[config.mk]
export PLATFORM = sky130hd
export DESIGN_NAME = dmvm_top
export DESIGN_NICKNAME = d
export VERILOG_FILES = /design/src/dmvm_ctrl_pkg.sv /design/src/dmvm_params_pkg.sv /design/src/coef_fifo_if.sv /design/src/coef_fifo.sv /design/src/dmvm_ctrl.sv /design/src/dmvm_mac.sv /design/src/dmvm_top.sv /design/src/node_elem_counter.sv /design/src/wh_bram.sv
export SDC_FILE = /design/constraint.sdc
export NUM_CORES = 1
export LEC_CHECK = 0
export BUFFER_PORTS_ARGS = -buffer_cell sky130_fd_sc_hd__buf_4
export CORE_UTILIZATION = 35
export CTS_BUF_LIST = sky130_fd_sc_hd__clkbuf_4
export DETAILED_ROUTE_END_ITERATION = 6
export GPL_ROUTABILITY_DRIVEN = 0
export SLEW_MARGIN = 15
export SYNTH_ARGS = -nofsm -noshare
export SYNTH_HDL_FRONTEND = slang
export SYNTH_SLANG_ARGS = --single-unit
[constraint.sdc]
create_clock -name clk -period 8.05 [get_ports clk]
set_clock_uncertainty 0.2 [all_clocks]
set_input_delay 0.4025 -clock clk [delete_from_list [all_inputs] [get_ports clk]]
set_output_delay 0.4025 -clock clk [all_outputs]
set_load 0.01 [all_outputs]
[src/dmvm_ctrl_pkg.sv]
package dmvm_ctrl_pkg;

  typedef enum logic [2:0] {
    S_IDLE,
    S_FETCH,                        // wh row address presented.
    S_ACC,                          // one mac per element.
    S_WRITE,                        // push, or wait on full.
    S_DONE
  } dmvm_state_e;

  typedef enum logic [1:0] {
    OP_HOLD,
    OP_CLR,
    OP_ACC
  } mac_op_e;

endpackage

[src/dmvm_params_pkg.sv]
package dmvm_params_pkg;

  // element and row geometry
  localparam int DATA_WIDTH  = 8;
  localparam int A_DEPTH     = 4;
  localparam int A_ADDR_W    = $clog2(A_DEPTH);
  localparam int WH_WIDTH    = A_DEPTH * DATA_WIDTH;   // element 0 in the low bits.

  // node storage
  localparam int MAX_NODES   = 16;
  localparam int NODE_ADDR_W = $clog2(MAX_NODES);
  localparam int NUM_NODE_W  = NODE_ADDR_W + 1;        // counts 1 to MAX_NODES.

  // accumulator and activation
  localparam int COEF_WIDTH  = 20;
  localparam int LRELU_SHIFT = 3;                      // negative slope of 1/8.

  // coefficient queue
  localparam int FIFO_DEPTH  = 8;
  localparam int FIFO_ADDR_W = $clog2(FIFO_DEPTH);

endpackage

[src/coef_fifo_if.sv]
`timescale 1ns/1ps

interface coef_fifo_if;
  import dmvm_params_pkg::*;

  logic [COEF_WIDTH-1:0] din;
  logic                  wr_vld;
  logic                  full;
  logic [COEF_WIDTH-1:0] dout;      // head entry while not empty.
  logic                  rd_vld;
  logic                  empty;

  modport wr (
    output din, wr_vld,
    input  full
  );

  modport fifo (
    input  din, wr_vld, rd_vld,
    output full, dout, empty
  );

  modport rd (
    output rd_vld,
    input  dout, empty
  );

endinterface

[src/coef_fifo.sv]
`timescale 1ns/1ps

module coef_fifo (
  input  logic     clk,
  input  logic     reset_i,
  coef_fifo_if.fifo fifo
);
  import dmvm_params_pkg::*;

  logic [COEF_WIDTH-1:0]  mem [FIFO_DEPTH];
  logic [FIFO_ADDR_W-1:0] wr_ptr_q;
  logic [FIFO_ADDR_W-1:0] rd_ptr_q;
  logic [FIFO_ADDR_W:0]   count_q;
  logic                   push;
  logic                   pop;

  assign push = fifo.wr_vld && !fifo.full;
  assign pop  = fifo.rd_vld && !fifo.empty;

  always_ff @(posedge clk) begin
    if (push) begin
      mem[wr_ptr_q] <= fifo.din;
    end
  end

  always_ff @(posedge clk) begin
    if (reset_i) begin
      wr_ptr_q <= '0;
      rd_ptr_q <= '0;
      count_q  <= '0;
    end else begin
      if (push) begin
        wr_ptr_q <= wr_ptr_q + 1'b1;      // wraps at the power of two depth.
      end
      if (pop) begin
        rd_ptr_q <= rd_ptr_q + 1'b1;
      end
      case ({push, pop})
        2'b10:   count_q <= count_q + 1'b1;
        2'b01:   count_q <= count_q - 1'b1;
        default: count_q <= count_q;
      endcase
    end
  end

  assign fifo.dout  = mem[rd_ptr_q];      // fall-through head.
  assign fifo.full  = (count_q == (FIFO_ADDR_W+1)'(FIFO_DEPTH));
  assign fifo.empty = (count_q == '0);

endmodule

[src/dmvm_ctrl.sv]
`timescale 1ns/1ps

module dmvm_ctrl (
  input  logic                    clk,
  input  logic                    reset_i,
  input  logic                    dmvm_valid_i,
  input  logic                    fifo_full_i,
  input  logic                    elem_last_i,
  input  logic                    node_last_i,
  output logic                    cnt_clr_o,
  output logic                    elem_inc_o,
  output logic                    node_inc_o,
  output dmvm_ctrl_pkg::mac_op_e  mac_op_o,
  output logic                    coef_wr_o,
  output logic                    dmvm_ready_o
);
  import dmvm_ctrl_pkg::*;

  dmvm_state_e state_q;
  dmvm_state_e state_nxt;

  always_ff @(posedge clk) begin
    if (reset_i) begin
      state_q <= S_IDLE;
    end else begin
      state_q <= state_nxt;
    end
  end

  always_comb begin
    state_nxt  = state_q;
    cnt_clr_o  = 1'b0;
    elem_inc_o = 1'b0;
    node_inc_o = 1'b0;
    mac_op_o   = OP_HOLD;
    coef_wr_o  = 1'b0;
    case (state_q)
      S_IDLE, S_DONE: begin
        if (dmvm_valid_i) begin
          cnt_clr_o = 1'b1;                  // latches the node count.
          state_nxt = S_FETCH;
        end
      end
      S_FETCH: begin
        mac_op_o  = OP_CLR;
        state_nxt = S_ACC;
      end
      S_ACC: begin
        mac_op_o   = OP_ACC;
        elem_inc_o = 1'b1;
        if (elem_last_i) begin
          state_nxt = S_WRITE;
        end
      end
      S_WRITE: begin
        if (!fifo_full_i) begin              // otherwise stall with everything held.
          coef_wr_o  = 1'b1;
          node_inc_o = 1'b1;
          state_nxt  = node_last_i ? S_DONE : S_FETCH;
        end
      end
      default: state_nxt = S_IDLE;
    endcase
  end

  assign dmvm_ready_o = (state_q == S_DONE);

endmodule

[src/dmvm_mac.sv]
`timescale 1ns/1ps

module dmvm_mac (
  input  logic                                 clk,
  input  logic                                 reset_i,
  input  logic [dmvm_params_pkg::DATA_WIDTH-1:0] a_din_i,
  input  logic                                 a_ena_i,
  input  logic [dmvm_params_pkg::A_ADDR_W-1:0] a_addra_i,
  input  logic [dmvm_params_pkg::WH_WIDTH-1:0] wh_row_i,
  input  logic [dmvm_params_pkg::A_ADDR_W-1:0] elem_idx_i,
  input  dmvm_ctrl_pkg::mac_op_e               mac_op_i,
  input  logic                                 coef_wr_i,
  coef_fifo_if.wr                              fifo
);
  import dmvm_params_pkg::*;
  import dmvm_ctrl_pkg::*;

  logic signed [DATA_WIDTH-1:0]   a_q [A_DEPTH];
  logic signed [DATA_WIDTH-1:0]   a_sel;
  logic signed [DATA_WIDTH-1:0]   wh_sel;
  logic signed [2*DATA_WIDTH-1:0] prod;
  logic signed [COEF_WIDTH-1:0]   acc_q;

  always_ff @(posedge clk) begin
    if (a_ena_i) begin
      a_q[a_addra_i] <= a_din_i;
    end
  end

  assign a_sel  = a_q[elem_idx_i];
  assign wh_sel = wh_row_i[elem_idx_i*DATA_WIDTH +: DATA_WIDTH];
  assign prod   = a_sel * wh_sel;

  always_ff @(posedge clk) begin
    if (reset_i) begin
      acc_q <= '0;
    end else begin
      case (mac_op_i)
        OP_CLR:  acc_q <= '0;
        OP_ACC:  acc_q <= acc_q + COEF_WIDTH'(prod);   // sign extended product.
        default: acc_q <= acc_q;
      endcase
    end
  end

  // leaky relu; the arithmetic shift rounds toward minus infinity.
  assign fifo.din    = acc_q[COEF_WIDTH-1] ? (acc_q >>> LRELU_SHIFT) : acc_q;
  assign fifo.wr_vld = coef_wr_i;

endmodule

[src/dmvm_top.sv]
`timescale 1ns/1ps

module dmvm_top (
  input  logic                                    clk,
  input  logic                                    reset_i,
  input  logic [dmvm_params_pkg::DATA_WIDTH-1:0]  a_din_i,
  input  logic                                    a_ena_i,
  input  logic [dmvm_params_pkg::A_ADDR_W-1:0]    a_addra_i,
  input  logic [dmvm_params_pkg::WH_WIDTH-1:0]    wh_din_i,
  input  logic                                    wh_ena_i,
  input  logic [dmvm_params_pkg::NODE_ADDR_W-1:0] wh_addra_i,
  input  logic [dmvm_params_pkg::NUM_NODE_W-1:0]  num_node_i,
  input  logic                                    dmvm_valid_i,
  output logic                                    dmvm_ready_o,
  output logic [dmvm_params_pkg::COEF_WIDTH-1:0]  coef_dout_o,
  input  logic                                    coef_rd_i,
  output logic                                    coef_empty_o
);
  import dmvm_params_pkg::*;
  import dmvm_ctrl_pkg::*;

  logic                   cnt_clr;
  logic                   elem_inc;
  logic                   node_inc;
  logic                   elem_last;
  logic                   node_last;
  logic                   coef_wr;
  mac_op_e                mac_op;
  logic [NODE_ADDR_W-1:0] node_idx;
  logic [A_ADDR_W-1:0]    elem_idx;
  logic [WH_WIDTH-1:0]    wh_row;

  coef_fifo_if fifo_if ();

  // outside drain side.
  assign fifo_if.rd_vld = coef_rd_i;
  assign coef_dout_o    = fifo_if.dout;
  assign coef_empty_o   = fifo_if.empty;

  dmvm_ctrl u_dmvm_ctrl (
    .clk          (clk          ),
    .reset_i      (reset_i      ),
    .dmvm_valid_i (dmvm_valid_i ),
    .fifo_full_i  (fifo_if.full ),
    .elem_last_i  (elem_last    ),
    .node_last_i  (node_last    ),
    .cnt_clr_o    (cnt_clr      ),
    .elem_inc_o   (elem_inc     ),
    .node_inc_o   (node_inc     ),
    .mac_op_o     (mac_op       ),
    .coef_wr_o    (coef_wr      ),
    .dmvm_ready_o (dmvm_ready_o )
  );

  node_elem_counter u_node_elem_counter (
    .clk          (clk          ),
    .reset_i      (reset_i      ),
    .num_node_i   (num_node_i   ),
    .clr_i        (cnt_clr      ),
    .elem_inc_i   (elem_inc     ),
    .node_inc_i   (node_inc     ),
    .node_idx_o   (node_idx     ),
    .elem_idx_o   (elem_idx     ),
    .elem_last_o  (elem_last    ),
    .node_last_o  (node_last    )
  );

  wh_bram u_wh_bram (
    .clk          (clk          ),
    .wh_ena_i     (wh_ena_i     ),
    .wh_addra_i   (wh_addra_i   ),
    .wh_din_i     (wh_din_i     ),
    .wh_addrb_i   (node_idx     ),
    .wh_doutb_o   (wh_row       )
  );

  dmvm_mac u_dmvm_mac (
    .clk          (clk          ),
    .reset_i      (reset_i      ),
    .a_din_i      (a_din_i      ),
    .a_ena_i      (a_ena_i      ),
    .a_addra_i    (a_addra_i    ),
    .wh_row_i     (wh_row       ),
    .elem_idx_i   (elem_idx     ),
    .mac_op_i     (mac_op       ),
    .coef_wr_i    (coef_wr      ),
    .fifo         (fifo_if.wr   )
  );

  coef_fifo u_coef_fifo (
    .clk          (clk          ),
    .reset_i      (reset_i      ),
    .fifo         (fifo_if.fifo )
  );

endmodule

[src/node_elem_counter.sv]
`timescale 1ns/1ps

module node_elem_counter (
  input  logic                                   clk,
  input  logic                                   reset_i,
  input  logic [dmvm_params_pkg::NUM_NODE_W-1:0] num_node_i,
  input  logic                                   clr_i,
  input  logic                                   elem_inc_i,
  input  logic                                   node_inc_i,
  output logic [dmvm_params_pkg::NODE_ADDR_W-1:0] node_idx_o,
  output logic [dmvm_params_pkg::A_ADDR_W-1:0]   elem_idx_o,
  output logic                                   elem_last_o,
  output logic                                   node_last_o
);
  import dmvm_params_pkg::*;

  logic [NUM_NODE_W-1:0] num_node_q;

  always_ff @(posedge clk) begin
    if (reset_i) begin
      num_node_q <= '0;
      node_idx_o <= '0;
      elem_idx_o <= '0;
    end else if (clr_i) begin
      num_node_q <= (num_node_i == '0) ? NUM_NODE_W'(1) : num_node_i;  // zero runs one node.
      node_idx_o <= '0;
      elem_idx_o <= '0;
    end else begin
      if (elem_inc_i) begin
        elem_idx_o <= elem_last_o ? '0 : elem_idx_o + 1'b1;
      end
      if (node_inc_i) begin
        node_idx_o <= node_idx_o + 1'b1;
      end
    end
  end

  assign elem_last_o = (elem_idx_o == A_ADDR_W'(A_DEPTH - 1));
  assign node_last_o = ({1'b0, node_idx_o} + 1'b1 == num_node_q);

endmodule

[src/wh_bram.sv]
`timescale 1ns/1ps

module wh_bram (
  input  logic                                    clk,
  input  logic                                    wh_ena_i,
  input  logic [dmvm_params_pkg::NODE_ADDR_W-1:0] wh_addra_i,
  input  logic [dmvm_params_pkg::WH_WIDTH-1:0]    wh_din_i,
  input  logic [dmvm_params_pkg::NODE_ADDR_W-1:0] wh_addrb_i,
  output logic [dmvm_params_pkg::WH_WIDTH-1:0]    wh_doutb_o
);
  import dmvm_params_pkg::*;

  logic [WH_WIDTH-1:0] mem [MAX_NODES];

  // write port.
  always_ff @(posedge clk) begin
    if (wh_ena_i) begin
      mem[wh_addra_i] <= wh_din_i;
    end
  end

  // registered read, one cycle behind the address.
  always_ff @(posedge clk) begin
    wh_doutb_o <= mem[wh_addrb_i];
  end

endmodule

* Word level (Yosys, flattened, before mapping)
Memories as Yosys holds them, arrays and structs flattened. A register that Yosys moved wholly into a read port is not among the register bits. Index checks and enable logic that the tools add are counted.
Word-level totals: register bits 44, RAM bits 704, input port bits 57, output and inout bits 22, memories 3
Memories:
- u_wh_bram.mem | words 16, width 32, read ports 1, clocked after Yosys merged registers in 1, wr ports 1, RTL line wh_bram.sv:13 | logic [WH_WIDTH-1:0] mem [MAX_NODES];
- u_coef_fifo.mem | words 8, width 20, read ports 1, clocked after Yosys merged registers in 1, wr ports 1, RTL line coef_fifo.sv:10 | logic [COEF_WIDTH-1:0] mem [FIFO_DEPTH];
- u_dmvm_mac.a_q | words 4, width 8, read ports 1, clocked after Yosys merged registers in 1, wr ports 1, RTL line dmvm_mac.sv:18 | logic signed [DATA_WIDTH-1:0] a_q [A_DEPTH];
Operators by class: $add $sub $neg 8, $mul 1, eq/ne operators 14, shift operators 1, muxes and demuxes 26, reduce and logical (&&, ||, !) cells 12
Operators by type and width (number):
- $pmux W20 S2 | 1
- $shiftx A32 B6 Y8 | 1
- $add A20 B16 Y20 | 1
- $mux W20 | 1
- $mux W3 | 6
- $mul A8 B8 Y16 | 1
- $pmux W3 S4 | 1
- $mux W1 | 11
- $add A4 B1 Y4 const B | 2
- $pmux W4 S2 | 1
- $add A3 B1 Y3 const B | 2
- $eq A2 B2 Y1 const B | 3
- $eq A3 B2 Y1 const B | 2
- $mux W2 | 3
- $add A4 B1 Y5 const B | 1
- $eq A5 B5 Y1 | 1
- $logic_not A5 Y1 | 1
- $mux W5 | 1
- $eq A2 B1 Y1 const B | 2
- $eq A4 B4 Y1 const B | 1
- $logic_not A4 Y1 | 1
- $ne A2 B2 Y1 const B | 2
- $pmux W2 S2 | 1
- $reduce_bool A2 Y1 | 2
- 10 further kinds | 13

* Logic depth before layout (Yosys ltp)
depth in word-level cells 6, mapped depth 21, depth with buffers taken out 20

* Modules after synthesis
From an unflattened synthesis, not the netlist that was laid out.
Unflattened totals: cell total of the unflattened synthesis 1779, area total of the unflattened synthesis 33301.9 µm²
Modules (own cells, without submodules):
- wh_bram | times used 1, cells an instance 838, area an instance 19854.0 µm², sequential area each 16015.4 µm²
- coef_fifo | times used 1, cells an instance 305, area an instance 6717.7 µm², sequential area each 5064.9 µm²
- dmvm_mac | times used 1, cells an instance 558, area an instance 5962.0 µm², sequential area each 1361.3 µm²
- node_elem_counter | times used 1, cells an instance 53, area an instance 520.5 µm², sequential area each 220.2 µm²
- dmvm_ctrl | times used 1, cells an instance 25, area an instance 247.7 µm², sequential area each 60.1 µm²

* Worst setup path before layout
OpenSTA, ideal clock, no wires.
kind register to register, start point register u_node_elem_counter.elem_idx_o[0] (netlist bit), end point register u_dmvm_mac.acc_q[17], arrival time 5.547 ns, required time 7.733 ns, path slack 2.186 ns, stages on the path, launching flop included 18, buffers on the path 1, period minus slack after synthesis 5.864 ns, cells stage by stage dfxtp_1 buf_2 mux4_2 and2_1 fa_1 inv_1 fa_1 inv_1 fa_1 fa_1 ha_1 ha_1 a21o_1 a31o_1 a221o_1 a21oi_1 xnor2_1 a22o_1
On the way: longest elaborated chain between the ends 4
Ends and longest elaborated chain:
- from (decl) | RTL line node_elem_counter.sv:11 | output logic [dmvm_params_pkg::A_ADDR_W-1:0] elem_idx_o,
- from (signal assigned) | RTL line node_elem_counter.sv:30 | elem_idx_o <= elem_last_o ? '0 : elem_idx_o + 1'b1;
- $shiftx A32 B6 Y8 | RTL line dmvm_mac.sv:31 | assign wh_sel = wh_row_i[elem_idx_i*DATA_WIDTH +: DATA_WIDTH];
- $mul A8 B8 Y16 | RTL line dmvm_mac.sv:32 | assign prod = a_sel * wh_sel;
- $add A20 B16 Y20 | RTL line dmvm_mac.sv:40 | OP_ACC: acc_q <= acc_q + COEF_WIDTH'(prod);
- $pmux W20 S2 | RTL line dmvm_mac.sv:38 | case (mac_op_i)
- to (signal assigned) | RTL line dmvm_mac.sv:40
- to (signal assigned) | RTL line dmvm_mac.sv:41 | default: acc_q <= acc_q;
- to (decl) | RTL line dmvm_mac.sv:22 | logic signed [COEF_WIDTH-1:0] acc_q;
No other way between the ends. A chain may end at the register's enable or synchronous reset.

* Worst setup path after layout
start point register u_node_elem_counter.elem_idx_o[0] (netlist bit), end point register u_dmvm_mac.acc_q[13]
Same word-level chain as after synthesis.

==> qor.csv <==
metric,value,unit
via count,17000,
number of sinks driven by the clock tree,785,
area fraction of the dominant cell type after synthesis,0.638,
Post-synth ARST share,0,
DRC marker count from the first detailed-route iteration,1106,
WS Path Type,reg2reg,
worst-skew pair later-pin latency,1.11,ns
total nets after synthesis,1898,
global routing usage summed across all routing layers,0.159,
type of destination of the critical path,flop,
antenna violations before repair,5,
total cell area at the placement stage,0.0354,mm^2
Die Area,0.0959,mm^2
most repeated cell in the gate-level netlist after synthesis,sky130_fd_sc_hd__edfxtp_1,
Mean Syn Cell Area,19.5,um^2
setup repair after global routing missed its margin,no,
total area of multi-input combinational cells,0.00979,mm^2
"Max stage delay cell, worst path",sky130_fd_sc_hd__dfxtp_1,
final setup violation count,0,
number of distinct standard cells referenced by the synthesized netlist,62,
net count of the finished layout,2261,
"Worst Setup Slack, final",1.55,ns
number of warnings printed during yosys synthesis,0,
element type at the critical path start,flop,
sequential cell area,0.0228,mm^2
clock tree from TritonCTS,yes,
cell taking the most area after synthesis,sky130_fd_sc_hd__edfxtp_1,
horizontal die dimension,310,um
worst hold path type,in2reg,
"critical path fanouts, max",13,
total of buffers placed on input and output ports,78,
Die Ht,310,um
Worst Setup SP,u_node_elem_counter.elem_idx_o[0]$_SDFFE_PP0P_,
Reg-to-Reg Start,u_node_elem_counter.elem_idx_o[0]$_SDFFE_PP0P_,
signed area change from the synthesized netlist to the final layout,18.1,%
"top cells by area, synth","sky130_fd_sc_hd__edfxtp_1, sky130_fd_sc_hd__mux4_2, sky130_fd_sc_hd__fa_1",
CTS clock-pin slew for the worst setup and hold paths,0.07,ns
required time worst endpoint,8.77,ns
worst IR drop on VDD,0.000316,V
Congestion Overflow GR,0,
Post-Place Setup Slack,1.55,ns
number of rows in the core area,112,
summed area of non-filler cells in the final layout,0.0391,mm^2
Lkg Pwr,0.0133,uW
area of the core region,0.0936,mm^2
half-perimeter wire length of the detailed placement result,41.7,mm
proportion of layout cells with a drive suffix above 1,0.325,
post-route ant nets,0,
status,"finished, final reports clean",
routed via count divided by cell count,4.88,
total DRC errors in the routed layout,0,
power density of the placed cells,289,mW/mm^2
Max stage delay on crit path,0.73,ns
cell count after synthesis,1697,
most frequent cell on the critical path,sky130_fd_sc_hd__fa_1,
Inst Count DP,2998,
number of gates resized after CTS,0,
number of buffers and inverters on the critical path,2,
setup TNS,0,ns
I/O Pins,79,
family with the most delay on the worst path,adder cells,
Post-synth EDFFs,704,
"Data arrival, critical path",7.22,ns
number of maximum-capacitance violations,0,
maximum buffer depth of the clock tree,3,
Detailed Routing Iterations Pass 1,5,
most instantiated cells after synthesis,"sky130_fd_sc_hd__edfxtp_1, sky130_fd_sc_hd__mux4_2, sky130_fd_sc_hd__inv_1",
post-synthesis instance area,0.0331,mm^2
Main synth FF type,sky130_fd_sc_hd__edfxtp_1,
ratio of final minimum period to clock period,0.807,
Clock Root Buffer,sky130_fd_sc_hd__clkbuf_4,
list of cells traversed by the critical path,mux4_2 > and2_1 > inv_1 > fa_1 > inv_1 > fa_1 > fa_1 > fa_1 > fa_1 > ha_1 > o21ai_1 > o211ai_1 > a21boi_1 > a31oi_1 > xnor2_1 > a22o_1,
number of storage elements in the synthesis netlist,785,
largest net degree at the start of global routing,57,
highest clock rate,154,MHz
via count of the first global-routing pass,18700,
wire length per cell,21.3,um
total of fill cells in the finished design,8490,
CTS Buf Count,197,
final standard cell count with taps included and fillers excluded,3476,
initial cell density of the core,0.354,
Worst-Margin Slew,1.02,ns
post-synthesis sequential area ratio,0.687,
count of pins over their slew limit,0,
hold wc startpoint,reset_i,
deepest level of the CTS H-tree,4,
"Min Clock Period, post-route",6.50,ns
final hold violation count,0,
Slew HR,0.313,
global-route wire length before repair,112,mm
total detailed-routing wirelength,74.0,mm
## path summary, 6_finish.rpt
kind | end | slack [ns] | cells after the start
hold reg to reg | u_dmvm_mac.acc_q[7]$_SDFFE_PP0P_ | 0.28 | 2
setup reg to reg | u_dmvm_mac.acc_q[13]$_SDFFE_PP0P_ | 1.55 | 16
hold / removal | flop | 0.14 | 3
setup / recovery | u_dmvm_mac.acc_q[13]$_SDFFE_PP0P_ | 1.55 | 16
## state kept, by name, indices dropped and copies added (netlist names), named ones only
signal / count
u_node_elem_counter.num_node_q: 5
u_dmvm_mac.a_q: 32
u_node_elem_counter.node_idx_o: 4
u_dmvm_mac.acc_q: 20
u_coef_fifo.mem: 160
u_coef_fifo.rd_ptr_q: 3
u_wh_bram.wh_doutb_o: 32
u_dmvm_ctrl.state_q: 3
u_coef_fifo.count_q: 4
u_wh_bram.mem: 512
u_coef_fifo.wr_ptr_q: 3
u_node_elem_counter.elem_idx_o: 2
## through the flow
stage | hold slack [ns] | total power, uW | utilization
finish | 0.140 | 11300 | 0.418
global route | 0.0992 | 12100 | 0.418
CTS | 0.00136 | 11500 | 0.418
detailed placement | 0.266 | 7990 | 0.378
global placement | 0.252 | 7950 | 0.378
floorplan | 0.241 | 7230 | -
## cell families after synthesis
| logic type | synth area share |
|---|---|
| flops | 0.687 |
| compound gates | 0.0191 |
| mux | 0.158 |
| fa+ha+maj | 0.0745 |
| simple gates | 0.0318 |
| xor+xnor | 0.00793 |
| buf+inv | 0.0220 |
## worst min-delay path: stages
cell	delay, ns
sky130_fd_sc_hd__dlygate4sd3_1	0.53
sky130_fd_sc_hd__buf_4	0.25
sky130_fd_sc_hd__nor2_1	0.14
## area by class of cell
class	count	area share
Timing Repair Buffer	230	0.0516
Multi-Input combinational cell	741	0.250
Inverter	105	0.0101
Clock buffer	298	0.0572
Sequential cell	785	0.582
Clock inverter	55	0.00879
Tap cell	1254	0.0401
Antenna cell	8	0.000511
## cell usage in the layout, fill, tap and decap left out, types with 8 or more instances in the layout
master                          instances
sky130_fd_sc_hd__and2_1                35
sky130_fd_sc_hd__diode_2                8
sky130_fd_sc_hd__mux2_2                31
sky130_fd_sc_hd__ha_1                  55
sky130_fd_sc_hd__nand2b_1               9
sky130_fd_sc_hd__edfxtp_1             704
sky130_fd_sc_hd__dfxtp_1               76
sky130_fd_sc_hd__clkbuf_4             298
sky130_fd_sc_hd__o21ai_0               13
sky130_fd_sc_hd__dlygate4sd3_1        117
sky130_fd_sc_hd__nor3_2                 8
sky130_fd_sc_hd__xor2_1                 9
sky130_fd_sc_hd__nand2_1               73
sky130_fd_sc_hd__mux4_2               215
sky130_fd_sc_hd__inv_1                104
sky130_fd_sc_hd__fa_1                  89
sky130_fd_sc_hd__clkinv_2              10
sky130_fd_sc_hd__nand3_1               10
sky130_fd_sc_hd__nor2_4                12
sky130_fd_sc_hd__nor2_1                39
sky130_fd_sc_hd__a21oi_1               32
sky130_fd_sc_hd__xnor2_1               21
sky130_fd_sc_hd__buf_4                113
sky130_fd_sc_hd__clkinv_1              31
## layer usage
metal	wire [um]	share of wire	GRT usage
met1	30500	0.41	0.196
met4	1230	0.017	0.0511
met5	13	0.00018	0
met2	38200	0.52	0.272
met3	4010	0.054	0.0418
## report_power, final
group / leakage (uW) / total (uW) / switching [uW] / internal [uW]
combinational: 0.00467 / 3300 / 1810 / 1480
sequential: 0.00712 / 4670 / 79.7 / 4590
clock: 0.00154 / 3350 / 1590 / 1760
total: 0.0133 / 11300 / 3480 / 7830
## what timing repair did
action / CTS / global route
hold buffers: 117 / 0
endpoints found under the hold margin: 818 / 0
buffers inserted: 0 / 0
No activity file was read; power rests on OpenSTA's default activity.
